<file path="src/include/cache_defines.svh">
// Geometry and register map of the read-only cache
// Line words and line count must be powers of two
// Register offsets are word offsets on the config port

`ifndef CACHE_DEFINES_SVH
`define CACHE_DEFINES_SVH

// Geometry
`define CACHE_XLEN        32   // Data and address width
`define CACHE_LINE_WORDS  4    // Words per line, 16 bytes
`define CACHE_LINES       16   // Direct mapped, one way

// Config register word offsets
`define CACHE_REG_CTRL    3'd0 // Bit 0 enable, bit 1 flush, bit 2 busy
`define CACHE_REG_BASE    3'd1 // Cacheable region base
`define CACHE_REG_MASK    3'd2 // Cacheable region mask
`define CACHE_REG_HITS    3'd3 // Saturating hit counter
`define CACHE_REG_MISSES  3'd4 // Saturating miss counter

`endif

</file>
<file path="src/rtl/cache_pkg.sv">
// Shared types of the cache subsystem
// Field widths follow the geometry macros

`default_nettype none

`include "cache_defines.svh"

package cache_pkg;

  localparam int XLEN   = `CACHE_XLEN;
  localparam int WORDS  = `CACHE_LINE_WORDS;
  localparam int LINES  = `CACHE_LINES;
  localparam int IDX_W  = $clog2(LINES);
  localparam int WORD_W = $clog2(WORDS);
  localparam int OFFS_W = WORD_W + 2;         // Word plus byte offset
  localparam int TAG_W  = XLEN - IDX_W - OFFS_W;

  typedef struct packed {
    logic [TAG_W-1:0]  tag;
    logic [IDX_W-1:0]  idx;
    logic [WORD_W-1:0] word;
    logic [1:0]        byte_off;
  } addr_split_t;

  typedef struct packed {
    logic            valid;
    logic [XLEN-1:0] adr;
  } core_req_t;

  typedef struct packed {
    logic            ack;
    logic            err;
    logic [XLEN-1:0] data;
  } core_rsp_t;

  typedef enum logic [1:0] {NOP, READ_LINE, READ_WORD} biu_cmd_e;

  typedef struct packed {
    logic              beat_valid; // Data valid this cycle
    logic              done;       // Transfer over
    logic              err;        // Bus error, ends transfer
    logic [WORD_W-1:0] beat;
    logic [XLEN-1:0]   data;
  } biu_rsp_t;

  // Wishbone classic bundles
  typedef struct packed {
    logic            cyc;
    logic            stb;
    logic            we;
    logic [XLEN-1:0] adr;
    logic [XLEN-1:0] dat;
    logic [3:0]      sel;
  } wb_m2s_t;

  typedef struct packed {
    logic            ack;
    logic            err;
    logic [XLEN-1:0] dat;
  } wb_s2m_t;

  typedef enum logic [2:0] {ARMED, FLUSH, NONCACHEABLE, FILL, RECOVER} hit_state_e;

endpackage

`default_nettype wire

</file>
<file path="src/rtl/cache_biu.sv">
// Wishbone classic read master, one command at a time
// Line reads walk the words of the line in order, no wrap
// Beat and err reports are combinational from the bus inputs

`default_nettype none

module cache_biu (
  input  logic                       clk_i,
  input  logic                       rst_ni,
  input  cache_pkg::biu_cmd_e        biu_cmd_i,
  input  logic [cache_pkg::XLEN-1:0] cmd_adr_i,
  output cache_pkg::biu_rsp_t        biu_rsp_o,
  output cache_pkg::wb_m2s_t         mem_wb_o,
  input  cache_pkg::wb_s2m_t         mem_wb_i
);

  localparam int OFFS_W = cache_pkg::OFFS_W;

  logic                         cyc_q;     // Bus cycle open
  logic                         done_q;    // Done strobe after last beat
  logic [cache_pkg::WORD_W-1:0] beat_q;
  logic                         bus_ack, bus_err, last_beat;

  assign bus_ack   = cyc_q & mem_wb_i.ack;
  assign bus_err   = cyc_q & mem_wb_i.err;
  assign last_beat = (biu_cmd_i == cache_pkg::READ_WORD) | (&beat_q);

  ////////////////////////////////
  // Bus side
  always_comb
  begin
    mem_wb_o.cyc = cyc_q;
    mem_wb_o.stb = cyc_q;
    mem_wb_o.we  = 1'b0;                  // Reads only
    mem_wb_o.dat = '0;
    mem_wb_o.sel = 4'hf;
    if (biu_cmd_i == cache_pkg::READ_LINE)
      mem_wb_o.adr = {cmd_adr_i[cache_pkg::XLEN-1:OFFS_W], beat_q, 2'b00};
    else
      mem_wb_o.adr = cmd_adr_i;
  end

  // Report to the hit stage
  assign biu_rsp_o.beat_valid = bus_ack;
  assign biu_rsp_o.err        = bus_err;
  assign biu_rsp_o.done       = done_q | bus_err; // Err ends it at once
  assign biu_rsp_o.beat       = beat_q;
  assign biu_rsp_o.data       = mem_wb_i.dat;

  ////////////////////////////////
  // Sequencer
  always_ff @(posedge clk_i or negedge rst_ni)
    if (!rst_ni)
    begin
      cyc_q  <= 1'b0;
      done_q <= 1'b0;
      beat_q <= '0;
    end
    else
    begin
      done_q <= 1'b0;
      if (!cyc_q)
      begin
        // Command drops to NOP together with done
        if (!done_q && biu_cmd_i != cache_pkg::NOP)
        begin
          cyc_q  <= 1'b1;
          beat_q <= '0;
        end
      end
      else if (bus_err)
        cyc_q <= 1'b0;                    // Abort, rest of line dropped
      else if (bus_ack)
      begin
        if (last_beat)
        begin
          cyc_q  <= 1'b0;
          done_q <= 1'b1;
        end
        else
          beat_q <= beat_q + 1'b1;        // Next word, stb stays up
      end
    end

endmodule

`default_nettype wire

</file>
<file path="src/rtl/cache_cfg_regs.sv">
// Config slave, Wishbone classic, one wait state per access
// Offsets above MISSES answer with err
// Counters saturate at all ones and clear on any write

`default_nettype none

`include "cache_defines.svh"

module cache_cfg_regs (
  input  logic                      clk_i,
  input  logic                      rst_ni,
  input  cache_pkg::wb_m2s_t        cfg_wb_i,
  output cache_pkg::wb_s2m_t        cfg_wb_o,
  input  logic                      hit_pulse_i,
  input  logic                      miss_pulse_i,
  input  logic                      flush_done_i,
  output logic                      enable_o,
  output logic [cache_pkg::XLEN-1:0] region_base_o,
  output logic [cache_pkg::XLEN-1:0] region_mask_o,
  output logic                      flush_req_o
);

  logic                       ack_q, err_q;
  logic                       busy_q;
  logic [cache_pkg::XLEN-1:0] hits_q, misses_q;
  logic [2:0]                 reg_off;
  logic                       access, known, wr;

  assign reg_off = cfg_wb_i.adr[4:2];            // Word offset
  assign access  = cfg_wb_i.cyc & cfg_wb_i.stb & ~ack_q & ~err_q; // Gap after each ack
  assign known   = reg_off <= `CACHE_REG_MISSES;
  assign wr      = access & known & cfg_wb_i.we;

  always_ff @(posedge clk_i or negedge rst_ni)
    if (!rst_ni)
    begin
      ack_q         <= 1'b0;
      err_q         <= 1'b0;
      enable_o      <= 1'b1;
      region_base_o <= '0;
      region_mask_o <= 32'hffff_0000;
      flush_req_o   <= 1'b0;
      busy_q        <= 1'b0;
      hits_q        <= '0;
      misses_q      <= '0;
    end
    else
    begin
      ack_q       <= access & known;
      err_q       <= access & ~known;
      flush_req_o <= 1'b0;                        // Single cycle strobe

      if (flush_done_i) busy_q <= 1'b0;
      if (hit_pulse_i && hits_q != '1) hits_q <= hits_q + 1'b1;
      if (miss_pulse_i && misses_q != '1) misses_q <= misses_q + 1'b1;

      ////////////////////////////////
      // Register writes
      if (wr)
        case (reg_off)
          `CACHE_REG_CTRL:
          begin
            enable_o <= cfg_wb_i.dat[0];
            if (cfg_wb_i.dat[1])
            begin
              flush_req_o <= 1'b1;
              busy_q      <= 1'b1;                // Until walker ends
            end
          end
          `CACHE_REG_BASE:   region_base_o <= cfg_wb_i.dat;
          `CACHE_REG_MASK:   region_mask_o <= cfg_wb_i.dat;
          `CACHE_REG_HITS:   hits_q        <= '0; // Write clears
          `CACHE_REG_MISSES: misses_q      <= '0;
          default: ;
        endcase
    end

  // Read mux, master holds adr until ack
  always_comb
  begin
    cfg_wb_o.ack = ack_q;
    cfg_wb_o.err = err_q;
    case (reg_off)
      `CACHE_REG_CTRL:   cfg_wb_o.dat = {29'd0, busy_q, 1'b0, enable_o};
      `CACHE_REG_BASE:   cfg_wb_o.dat = region_base_o;
      `CACHE_REG_MASK:   cfg_wb_o.dat = region_mask_o;
      `CACHE_REG_HITS:   cfg_wb_o.dat = hits_q;
      `CACHE_REG_MISSES: cfg_wb_o.dat = misses_q;
      default:           cfg_wb_o.dat = '0;
    endcase
  end

endmodule

`default_nettype wire

</file>
<file path="src/rtl/cache_hit.sv">
// Hit stage, core held in stall until ack or err
// Hits answer in the request cycle, misses forward the critical beat
// A flush is only taken in ARMED, requests wait until it ends

`default_nettype none

module cache_hit (
  input  logic                          clk_i,
  input  logic                          rst_ni,
  input  cache_pkg::core_req_t          core_req_i,
  output cache_pkg::core_rsp_t          core_rsp_o,
  input  logic                          enable_i,
  input  logic [cache_pkg::XLEN-1:0]    region_base_i,
  input  logic [cache_pkg::XLEN-1:0]    region_mask_i,
  input  logic                          flush_req_i,
  input  logic                          flush_done_i,
  // Store read port
  output logic [cache_pkg::IDX_W-1:0]   rd_idx_o,
  output logic [cache_pkg::WORD_W-1:0]  rd_word_o,
  input  logic [cache_pkg::TAG_W-1:0]   tag_i,
  input  logic                          valid_i,
  input  logic [cache_pkg::XLEN-1:0]    data_i,
  // Store write port
  output logic                          wr_en_o,
  output logic [cache_pkg::IDX_W-1:0]   wr_idx_o,
  output logic [cache_pkg::WORD_W-1:0]  wr_word_o,
  output logic [cache_pkg::XLEN-1:0]    wr_data_o,
  output logic                          commit_o,
  output logic [cache_pkg::TAG_W-1:0]   commit_tag_o,
  // Bus interface unit
  output cache_pkg::biu_cmd_e           biu_cmd_o,
  output logic [cache_pkg::XLEN-1:0]    cmd_adr_o,
  input  cache_pkg::biu_rsp_t           biu_rsp_i,
  output logic                          hit_pulse_o,
  output logic                          miss_pulse_o
);

  localparam int OFFS_W = cache_pkg::OFFS_W;

  cache_pkg::hit_state_e  state_q;
  cache_pkg::addr_split_t adr, fill_adr;
  logic                   cacheable, line_hit;
  logic                   armed_req;
  logic                   early_ack;
  logic                   served_q;          // Fill word already given to core

  assign adr      = core_req_i.adr;
  assign fill_adr = cmd_adr_o;               // Core may move on after early ack

  assign cacheable = enable_i & ((core_req_i.adr & region_mask_i) == region_base_i);
  assign line_hit  = valid_i & (tag_i == adr.tag);
  assign armed_req = (state_q == cache_pkg::ARMED) & core_req_i.valid & ~flush_req_i;

  // Store lookup follows the core address
  assign rd_idx_o  = adr.idx;
  assign rd_word_o = adr.word;

  // Fill beats straight into the store
  assign wr_en_o      = (state_q == cache_pkg::FILL) & biu_rsp_i.beat_valid;
  assign wr_idx_o     = fill_adr.idx;
  assign wr_word_o    = biu_rsp_i.beat;
  assign wr_data_o    = biu_rsp_i.data;
  assign commit_o     = (state_q == cache_pkg::FILL) & biu_rsp_i.done & ~biu_rsp_i.err;
  assign commit_tag_o = fill_adr.tag;

  // Requested word on the bus, first one only
  assign early_ack = core_req_i.valid & ~served_q & biu_rsp_i.beat_valid &
                     (biu_rsp_i.beat == adr.word);

  assign hit_pulse_o  = armed_req & cacheable & line_hit;
  assign miss_pulse_o = armed_req & cacheable & ~line_hit;

  ////////////////////////////////
  // Core response
  always_comb
  begin
    core_rsp_o.ack  = 1'b0;
    core_rsp_o.err  = 1'b0;
    core_rsp_o.data = biu_rsp_i.data;        // Bus data unless hit
    case (state_q)
      cache_pkg::ARMED:
      begin
        core_rsp_o.ack  = hit_pulse_o;
        core_rsp_o.data = data_i;
      end
      cache_pkg::NONCACHEABLE:
      begin
        core_rsp_o.ack = biu_rsp_i.beat_valid;
        core_rsp_o.err = biu_rsp_i.err;
      end
      cache_pkg::FILL:
      begin
        core_rsp_o.ack = early_ack;
        core_rsp_o.err = biu_rsp_i.err & ~served_q; // Not for a later request
      end
      default: ;
    endcase
  end

  ////////////////////////////////
  // State machine
  always_ff @(posedge clk_i or negedge rst_ni)
    if (!rst_ni)
    begin
      state_q   <= cache_pkg::ARMED;
      biu_cmd_o <= cache_pkg::NOP;
      served_q  <= 1'b0;
    end
    else
      case (state_q)
        cache_pkg::ARMED:
          if (flush_req_i) state_q <= cache_pkg::FLUSH;
          else if (armed_req && !cacheable)
          begin
            state_q   <= cache_pkg::NONCACHEABLE;
            biu_cmd_o <= cache_pkg::READ_WORD;
          end
          else if (miss_pulse_o)
          begin
            state_q   <= cache_pkg::FILL;
            biu_cmd_o <= cache_pkg::READ_LINE;
            served_q  <= 1'b0;
          end
        cache_pkg::FLUSH:
          if (flush_done_i) state_q <= cache_pkg::RECOVER;
        cache_pkg::NONCACHEABLE:
          if (biu_rsp_i.done)
          begin
            state_q   <= cache_pkg::ARMED;
            biu_cmd_o <= cache_pkg::NOP;
          end
        cache_pkg::FILL:
        begin
          if (early_ack) served_q <= 1'b1;
          if (biu_rsp_i.done)
          begin
            state_q   <= cache_pkg::RECOVER; // Store settles the new line
            biu_cmd_o <= cache_pkg::NOP;
          end
        end
        default: state_q <= cache_pkg::ARMED; // RECOVER
      endcase

  // Bus address, held with the command
  always_ff @(posedge clk_i)
    if (armed_req)
      cmd_adr_o <= cacheable ? {core_req_i.adr[cache_pkg::XLEN-1:OFFS_W], {OFFS_W{1'b0}}}
                             : {core_req_i.adr[cache_pkg::XLEN-1:2], 2'b00};

endmodule

`default_nettype wire

</file>
<file path="src/rtl/cache_store.sv">
// Direct mapped tag, valid and data arrays, reads are combinational
// Any beat write drops the line's valid bit until the commit
// Flush walker clears one line per cycle, line count a power of two

`default_nettype none

module cache_store (
  input  logic                         clk_i,
  input  logic                         rst_ni,
  input  logic [cache_pkg::IDX_W-1:0]  rd_idx_i,
  input  logic [cache_pkg::WORD_W-1:0] rd_word_i,
  output logic [cache_pkg::TAG_W-1:0]  tag_o,
  output logic                         valid_o,
  output logic [cache_pkg::XLEN-1:0]   data_o,
  input  logic                         wr_en_i,
  input  logic [cache_pkg::IDX_W-1:0]  wr_idx_i,
  input  logic [cache_pkg::WORD_W-1:0] wr_word_i,
  input  logic [cache_pkg::XLEN-1:0]   wr_data_i,
  input  logic                         commit_i,
  input  logic [cache_pkg::TAG_W-1:0]  commit_tag_i,
  input  logic                         flush_req_i,
  output logic                         flush_done_o
);

  logic [cache_pkg::XLEN-1:0]  data_q [cache_pkg::LINES][cache_pkg::WORDS];
  logic [cache_pkg::TAG_W-1:0] tag_q  [cache_pkg::LINES];
  logic [cache_pkg::LINES-1:0] valid_q;

  logic                        walk_q;   // Walker busy
  logic [cache_pkg::IDX_W-1:0] walk_idx_q;

  // Lookup
  assign tag_o   = tag_q[rd_idx_i];
  assign valid_o = valid_q[rd_idx_i];
  assign data_o  = data_q[rd_idx_i][rd_word_i];

  assign flush_done_o = walk_q & (&walk_idx_q); // Last line this cycle

  //////////////////////////////
  // Payload arrays
  always_ff @(posedge clk_i)
  begin
    if (wr_en_i) data_q[wr_idx_i][wr_word_i] <= wr_data_i;
    if (commit_i) tag_q[wr_idx_i] <= commit_tag_i;
  end

  //////////////////////////////
  // Valid bits and walker
  always_ff @(posedge clk_i or negedge rst_ni)
    if (!rst_ni)
    begin
      valid_q    <= '0;
      walk_q     <= 1'b0;
      walk_idx_q <= '0;
    end
    else
    begin
      if (wr_en_i) valid_q[wr_idx_i] <= 1'b0; // Partly overwritten line
      if (commit_i) valid_q[wr_idx_i] <= 1'b1;

      if (flush_req_i)
      begin
        walk_q     <= 1'b1;                    // (Re)start at line 0
        walk_idx_q <= '0;
      end
      else if (walk_q)
      begin
        valid_q[walk_idx_q] <= 1'b0;
        walk_idx_q          <= walk_idx_q + 1'b1;
        if (&walk_idx_q) walk_q <= 1'b0;
      end
    end

endmodule

`default_nettype wire

</file>
<file path="src/rtl/cache_top.sv">
// Read-only cache subsystem, core port in front, Wishbone behind
// Config slave sits beside the hit stage on its own bus

`default_nettype none

module cache_top (
  input  logic                 clk_i,
  input  logic                 rst_ni,
  input  cache_pkg::core_req_t core_req_i,
  output cache_pkg::core_rsp_t core_rsp_o,
  output cache_pkg::wb_m2s_t   mem_wb_o,
  input  cache_pkg::wb_s2m_t   mem_wb_i,
  input  cache_pkg::wb_m2s_t   cfg_wb_i,
  output cache_pkg::wb_s2m_t   cfg_wb_o
);

  // Config
  logic                         enable;
  logic [cache_pkg::XLEN-1:0]   region_base, region_mask;
  logic                         flush_req, flush_done;
  logic                         hit_pulse, miss_pulse;

  // Store ports
  logic [cache_pkg::IDX_W-1:0]  rd_idx, wr_idx;
  logic [cache_pkg::WORD_W-1:0] rd_word, wr_word;
  logic [cache_pkg::TAG_W-1:0]  tag, commit_tag;
  logic                         valid, wr_en, commit;
  logic [cache_pkg::XLEN-1:0]   rd_data, wr_data;

  // Bus interface
  cache_pkg::biu_cmd_e          biu_cmd;
  logic [cache_pkg::XLEN-1:0]   cmd_adr;
  cache_pkg::biu_rsp_t          biu_rsp;

  cache_cfg_regs cache_cfg_regs_inst (
    .clk_i, .rst_ni, .cfg_wb_i, .cfg_wb_o,
    .hit_pulse_i   (hit_pulse),
    .miss_pulse_i  (miss_pulse),
    .flush_done_i  (flush_done),
    .enable_o      (enable),
    .region_base_o (region_base),
    .region_mask_o (region_mask),
    .flush_req_o   (flush_req)
  );

  cache_store cache_store_inst (
    .clk_i, .rst_ni,
    .rd_idx_i (rd_idx), .rd_word_i (rd_word),
    .tag_o (tag), .valid_o (valid), .data_o (rd_data),
    .wr_en_i (wr_en), .wr_idx_i (wr_idx), .wr_word_i (wr_word), .wr_data_i (wr_data),
    .commit_i (commit), .commit_tag_i (commit_tag),
    .flush_req_i (flush_req), .flush_done_o (flush_done) // Walk starts with cfg strobe
  );

  cache_hit cache_hit_inst (
    .clk_i, .rst_ni, .core_req_i, .core_rsp_o,
    .enable_i (enable), .region_base_i (region_base), .region_mask_i (region_mask),
    .flush_req_i (flush_req), .flush_done_i (flush_done),
    .rd_idx_o (rd_idx), .rd_word_o (rd_word),
    .tag_i (tag), .valid_i (valid), .data_i (rd_data),
    .wr_en_o (wr_en), .wr_idx_o (wr_idx), .wr_word_o (wr_word), .wr_data_o (wr_data),
    .commit_o (commit), .commit_tag_o (commit_tag),
    .biu_cmd_o (biu_cmd), .cmd_adr_o (cmd_adr), .biu_rsp_i (biu_rsp),
    .hit_pulse_o (hit_pulse), .miss_pulse_o (miss_pulse)
  );

  cache_biu cache_biu_inst (
    .clk_i, .rst_ni,
    .biu_cmd_i (biu_cmd), .cmd_adr_i (cmd_adr), .biu_rsp_o (biu_rsp),
    .mem_wb_o, .mem_wb_i
  );

endmodule

`default_nettype wire

</file>
<file path="config.mk">
export PLATFORM = sky130hd
export DESIGN_NAME = cache_top
export DESIGN_NICKNAME = d
export VERILOG_FILES = /design/src/rtl/cache_pkg.sv /design/src/rtl/cache_biu.sv /design/src/rtl/cache_cfg_regs.sv /design/src/rtl/cache_hit.sv /design/src/rtl/cache_store.sv /design/src/rtl/cache_top.sv
export VERILOG_INCLUDE_DIRS = /design/src /design/src/include
export SDC_FILE = /design/constraint.sdc
export NUM_CORES = 2
export LEC_CHECK = 0
export BUFFER_PORTS_ARGS = -buffer_cell sky130_fd_sc_hd__buf_2
export CAP_MARGIN = 20
export CORE_MARGIN = 4
export CORE_UTILIZATION = 56
export DETAILED_ROUTE_END_ITERATION = 10
export PLACE_DENSITY = 0.8
export SYNTH_ARGS = -nofsm -noshare
export SYNTH_HDL_FRONTEND = slang
export SYNTH_SLANG_ARGS = --single-unit
</file>
<file path="constraint.sdc">
create_clock -name clk_i -period 3.2 [get_ports clk_i]
set_input_delay 0.16 -clock clk_i [delete_from_list [all_inputs] [get_ports clk_i]]
set_output_delay 0.16 -clock clk_i [all_outputs]
set_load 0.05 [all_outputs]
</file>
* Word level (Yosys, flattened, before mapping)
Memory sizes are Yosys's and may differ from the RTL's. Index checks and enable logic that the tools add are counted.
Cells by class: add/subtract/negate cells 4, $mul 0, div/mod/pow operators 0, magnitude comparators 9, eq/ne operators 27, shifts and indexed selects 0, muxes and demuxes 73, bitwise logic cells 40, reduce and logical (&&, ||, !) cells 26
Operators by type and width (number):
- $mux 32 | 10
- $pmux 32 s5 | 1
- $mux 128 | 1
- $add 32x1->32 const B | 2
- $bmux 32 s2 | 1
- $demux 32 s2 | 1
- $mux 16 | 4
- $ne 32x32->1 const B | 2
- $and 16x16->16 | 2
- $and 32x32->32 | 1
- $eq 32x32->1 | 1
- $not 16->16 | 2
- $mux 1 | 29
- $eq 24x24->1 | 1
- $and 1x1->1 | 23
- $mux 2 | 9
- $mux 3 | 6
- $or 16x16->16 | 1
- $reduce_and 4->1 | 4
- $lt 4x5->1 const B | 3
- $ne 2x2->1 const B | 7
- $eq 3x2->1 const B | 4
- $mux 4 | 3
- $pmux 3 s4 | 1
- 29 further kinds | 60
Storage, ports and cells: register bits 196, bits in latches 0, memory bits (writable) 2432, ROM bits 0, bits of input ports 140, output and inout port bits 139, logic and storage cells 201, memories 2
Memories:
- cache_store_inst.data_q | words 16, bits a word 128, rd ports 1, clocked after memory_dff 0, wr ports 1, line cache_store.sv:25 | logic [cache_pkg::XLEN-1:0] data_q [cache_pkg::LINES][cache_pkg::WORDS];
- cache_store_inst.tag_q | words 16, bits a word 24, rd ports 1, clocked after memory_dff 0, wr ports 1, line cache_store.sv:26 | logic [cache_pkg::TAG_W-1:0] tag_q [cache_pkg::LINES];

* Longest topological paths before layout
word-level depth 12, gate-level depth with buffers 15, depth with buffers taken out 9

* By module
A second synthesis with hierarchy kept.
Unflattened totals: cell total of the unflattened synthesis 5093, area total of the unflattened synthesis 104255.0 µm²
Modules (own cells, without submodules):
- cache_store | times used 1, cells an instance 4016, area each 93278.2 µm², seq. area each 73555.5 µm²
- cache_cfg_regs | times used 1, cells an instance 639, area each 6866.6 µm², seq. area each 3349.5 µm²
- cache_hit | times used 1, cells an instance 301, area each 3030.4 µm², seq. area each 1051.0 µm²
- cache_biu | times used 1, cells an instance 137, area each 1079.8 µm², seq. area each 100.1 µm²

* Worst setup path after synthesis
OpenSTA, ideal clock, no wires.
path type input to output, start input core_req_i[5] in the netlist's numbering, end output core_rsp_o[0] in the netlist's numbering, data arrival time 3.098 ns, slack -0.058 ns, cell stages on the path 11, cell sequence buf_6 -> buf_6 -> buf_4 -> buf_2 -> buf_2 -> clkbuf_1 -> buf_2 -> mux4_2 -> mux4_2 -> mux4_2 -> mux2_2
RTL lines:
- start, declared | line cache_top.sv:9 | input cache_pkg::core_req_t core_req_i,
- end, declared | line cache_top.sv:10 | output cache_pkg::core_rsp_t core_rsp_o,

==> results.md <==
- Outcome: complete, but fails checks
- Failing checks: setup timing
- Post-DP HPWL: between 150000 and 200000 µm
- WHS Path Cells: 3
- Dpl cells: 7666
- Clock Latency Late Sink: between 0.8 and 0.9 ns
- Comb power frac: 9.2%
- Multi-input logic area: ~26000 µm²
- Via density: 7.11
- Register share of total power: slightly above 50%
- CTS tree: yes
- Worst slew pin tran: 1.28 ns
- Crit end category: primary output
- Final #Nets: 5690
- Yosys Warn Count: 0
- Num CTS Buffers: 240
- Largest net degree at the start of global routing: 90
- Clk sink count: between 2000 and 3000
- Number of enable flip-flop cells after synthesis: about 2500
- Worst min path class: primary input to register
- Maxcap violations: 0
- Dpl ws: -0.304 ns
- Syn Inst Count: approximately 5000
- Area post-placement: between 100000 and 150000 µm²
- Syn avg cell area: around 21 µm²
- Worst-case clock buffer depth: 3
- Maximum clock frequency: around 260 MHz
- Final hold vios: 0
- Register bit count reported by yosys: approximately 2600
- Reg2Reg Depth: 13
- Pwr dens: a little over 600 nW/µm²
- Crit path DAT: between 3 and 4 ns
- WS Path Type: register to primary output
- Core Area: between 150000 and 200000 µm²
- Synth Flop Type: edfxtp_1
- Total iterations of the first detailed-routing run: 8
- Most frequent cells in the layout: 2462 x edfxtp_1, 731 x mux4_2, 302 x buf_4, 245 x clkbuf_16, 168 x buf_2
- Leakage: slightly above 0.04 µW
- Placer Congestion: approximately 0.9
- Sequential share of the synthesized area: 74.6%
- Htree depth: 4
- Die Height: approximately 440 µm
- DR WL/cell: between 40 and 50 µm
- Min-delay src: cfg_wb_i[26]
- Worst rel slew slack: 15.0%
- Final std cells w/o fill: between 8000 and 9000
- Area Growth Syn to Fin: 16.2%
- Mapped Area: around 100000 µm²
- Max-slew violations: 0
- Hold_ws: ~0.052 ns
- Row cnt: ~160
- Setup WS post-layout: -0.620 ns
- Async set-reset flop share out of synthesis: ~6.2%
- Initial core utilization: 56.4%
- Die area: 194000 µm²
- CTS root buf: clkbuf_16
- GRT Total Usage: between 30% and 40%
- Die W: around 440 µm
- Top fanout value on the critical path: 1
- P_int: between 50000 and 60000 µW
- Top Ports: around 280
- Total gr overflow: 0
- Port bufs: around 210
- Initial antenna violation count: 27
- Req. time, crit path: ~3.0 ns
- Clock power frac: between 40% and 50%
- Yosys cell types: 75
- Proportion of layout cells with a drive suffix above 1: a little over a third
- Switch Pwr: about 18000 µW
- Hold endpoint: cache_cfg_regs_inst.region_base_o[22]$_DFFE_PN0P_
- VDD IR max: slightly above 0.0007 V
- Total design power: between 70000 and 80000 µW
- Register area: a little under 80000 µm²
- Minimum clock period: around 3.8 ns
- Finished Cell Area: 122000 µm²
- DR vias: a little under 60000
- First-pass GRT wire length: 459000 µm
- Startpoint Class: register
- Final period utilization: 119%
- Routed WL: roughly 330000 µm
- Vias in the first global route: ~59000
- Filler Cell Count: ~11000
- Remaining DRCs: 0
- Iter 0 DRT Violations: between 10000 and 15000
- Worst Skew: 0.0594 ns
- Clock-pin slew on the worst setup and hold paths: roughly 0.070 ns
- RSZ-0062 raised after global routing: true
- RR Endpoint: cache_cfg_regs_inst.misses_q[31]$_DFF_PN0_
- Reg2reg start: cache_store_inst.tag_q[10][13]$_DFFE_PP_
- Antenna viol nets, final: 0
- Reg2reg setup slack: -0.06 ns
- Sw frac: roughly 24%
- Final setup viols: 39
- Commonest non-fill, non-tap cell in the layout: edfxtp_1
cells by family after synthesis:
group | count (synthesis) | synth area share [%]
other cells | 2 | 0.00717
simple gates | 563 | 2.83
buf+inv | 363 | 1.85
compound gates | 269 | 1.85
fa+ha+maj | 10 | 0.120
xor+xnor | 52 | 0.442
mux | 988 | 18.3
flops | 2626 | 74.6
power groups by stage:
stage	sequential [µW]	clock (µW)	combinational, µW
2_1_floorplan	39000	0	3830
3_3_place_gp	39100	0	5890
3_5_place_dp	39200	0	6040
4_1_cts	38400	30100	6750
5_1_grt	38500	31800	7120
6_report	38500	30300	6960
layout make-up:
class / count / share of cell area, %
clock inverter: 151 / 1.41
tap: 2480 / 2.55
clock buffer: 297 / 5.23
antenna: 5 / 0.0103
multi-input combinational: 1921 / 21.1
sequential: 2626 / 64.2
inverter: 38 / 0.123
timing repair buffer: 713 / 5.43
metal layers:
metal	GRT usage [%]	share of wire, %	up-vias
met5	0	0.018	-
met4	20.9	7.8	10
met3	9.54	14	1340
met2	53.6	48	5902
met1	42.2	30	29700
li1	-	-	21600
worst max-delay path, stage by stage, from the launching register on:
cell and delay [ns]:
edfxtp_1 0.51, mux4_2 0.57, mux4_2 0.58, mux4_2 0.56, mux2_4 0.38, buf_8 0.18
sequential cells by signal (all words and copies together), names as in the netlist, 3 cells and up:
register,flops
cache_store_inst.valid_q,16
cache_cfg_regs_inst.region_base_o,32
cache_hit_inst.cmd_adr_o,30
cache_store_inst.tag_q,384
cache_hit_inst.state_q,3
cache_cfg_regs_inst.misses_q,32
cache_cfg_regs_inst.hits_q,32
cache_store_inst.walk_idx_q,4
cache_cfg_regs_inst.region_mask_o,32
cache_store_inst.data_q,2048
how the worst max path moves through the flow:
stage                                                          from                                  endpoint
final                     cache_store_inst.data_q[9][118]$_DFFE_PP_                            core_rsp_o[22]
after global routing         cache_store_inst.tag_q[1][3]$_DFFE_PP_                            core_rsp_o[33]
after CTS                  cache_store_inst.tag_q[10][13]$_DFFE_PP_                            core_rsp_o[33]
after detailed placement                              core_req_i[6]                            core_rsp_o[21]
after global placement                                core_req_i[5]  cache_cfg_regs_inst.hits_q[29]$_DFF_PN0_
after floorplan                                       core_req_i[4]                             core_rsp_o[0]
stage by stage:
step | setup TNS [ns] | util [%]
final | -12.78 | 65.5
after floorplan | -0.0404 | -
after global placement | -13.29 | 60.1
after global routing | -14.43 | 65.5
after CTS | -12.26 | 65.4
after detailed placement | -15.55 | 60.1
cells in the mapped netlist (40+ instances only):
master | count | area share, %
buf_4 | 81 | 0.58
clkbuf_1 | 95 | 0.34
and2_1 | 75 | 0.45
buf_2 | 114 | 0.55
or2_2 | 41 | 0.25
a21oi_1 | 54 | 0.26
dfrtp_1 | 147 | 3.5
nand3_1 | 40 | 0.19
mux4_2 | 731 | 16
mux2i_1 | 130 | 1.2
edfxtp_1 | 2462 | 71
nor2_1 | 78 | 0.28
mux2_2 | 124 | 1.3
nand2_1 | 146 | 0.52
repair_timing:
action,CTS,global route
setup buffers,6,2
setup endpoints to repair,79,94
hold buffers,105,0
gates cloned,0,0
pin swaps,9,19
gates resized for setup,153,53
hold endpoints to repair,1485,0
Note: power is estimated with default switching activity, not from simulation.
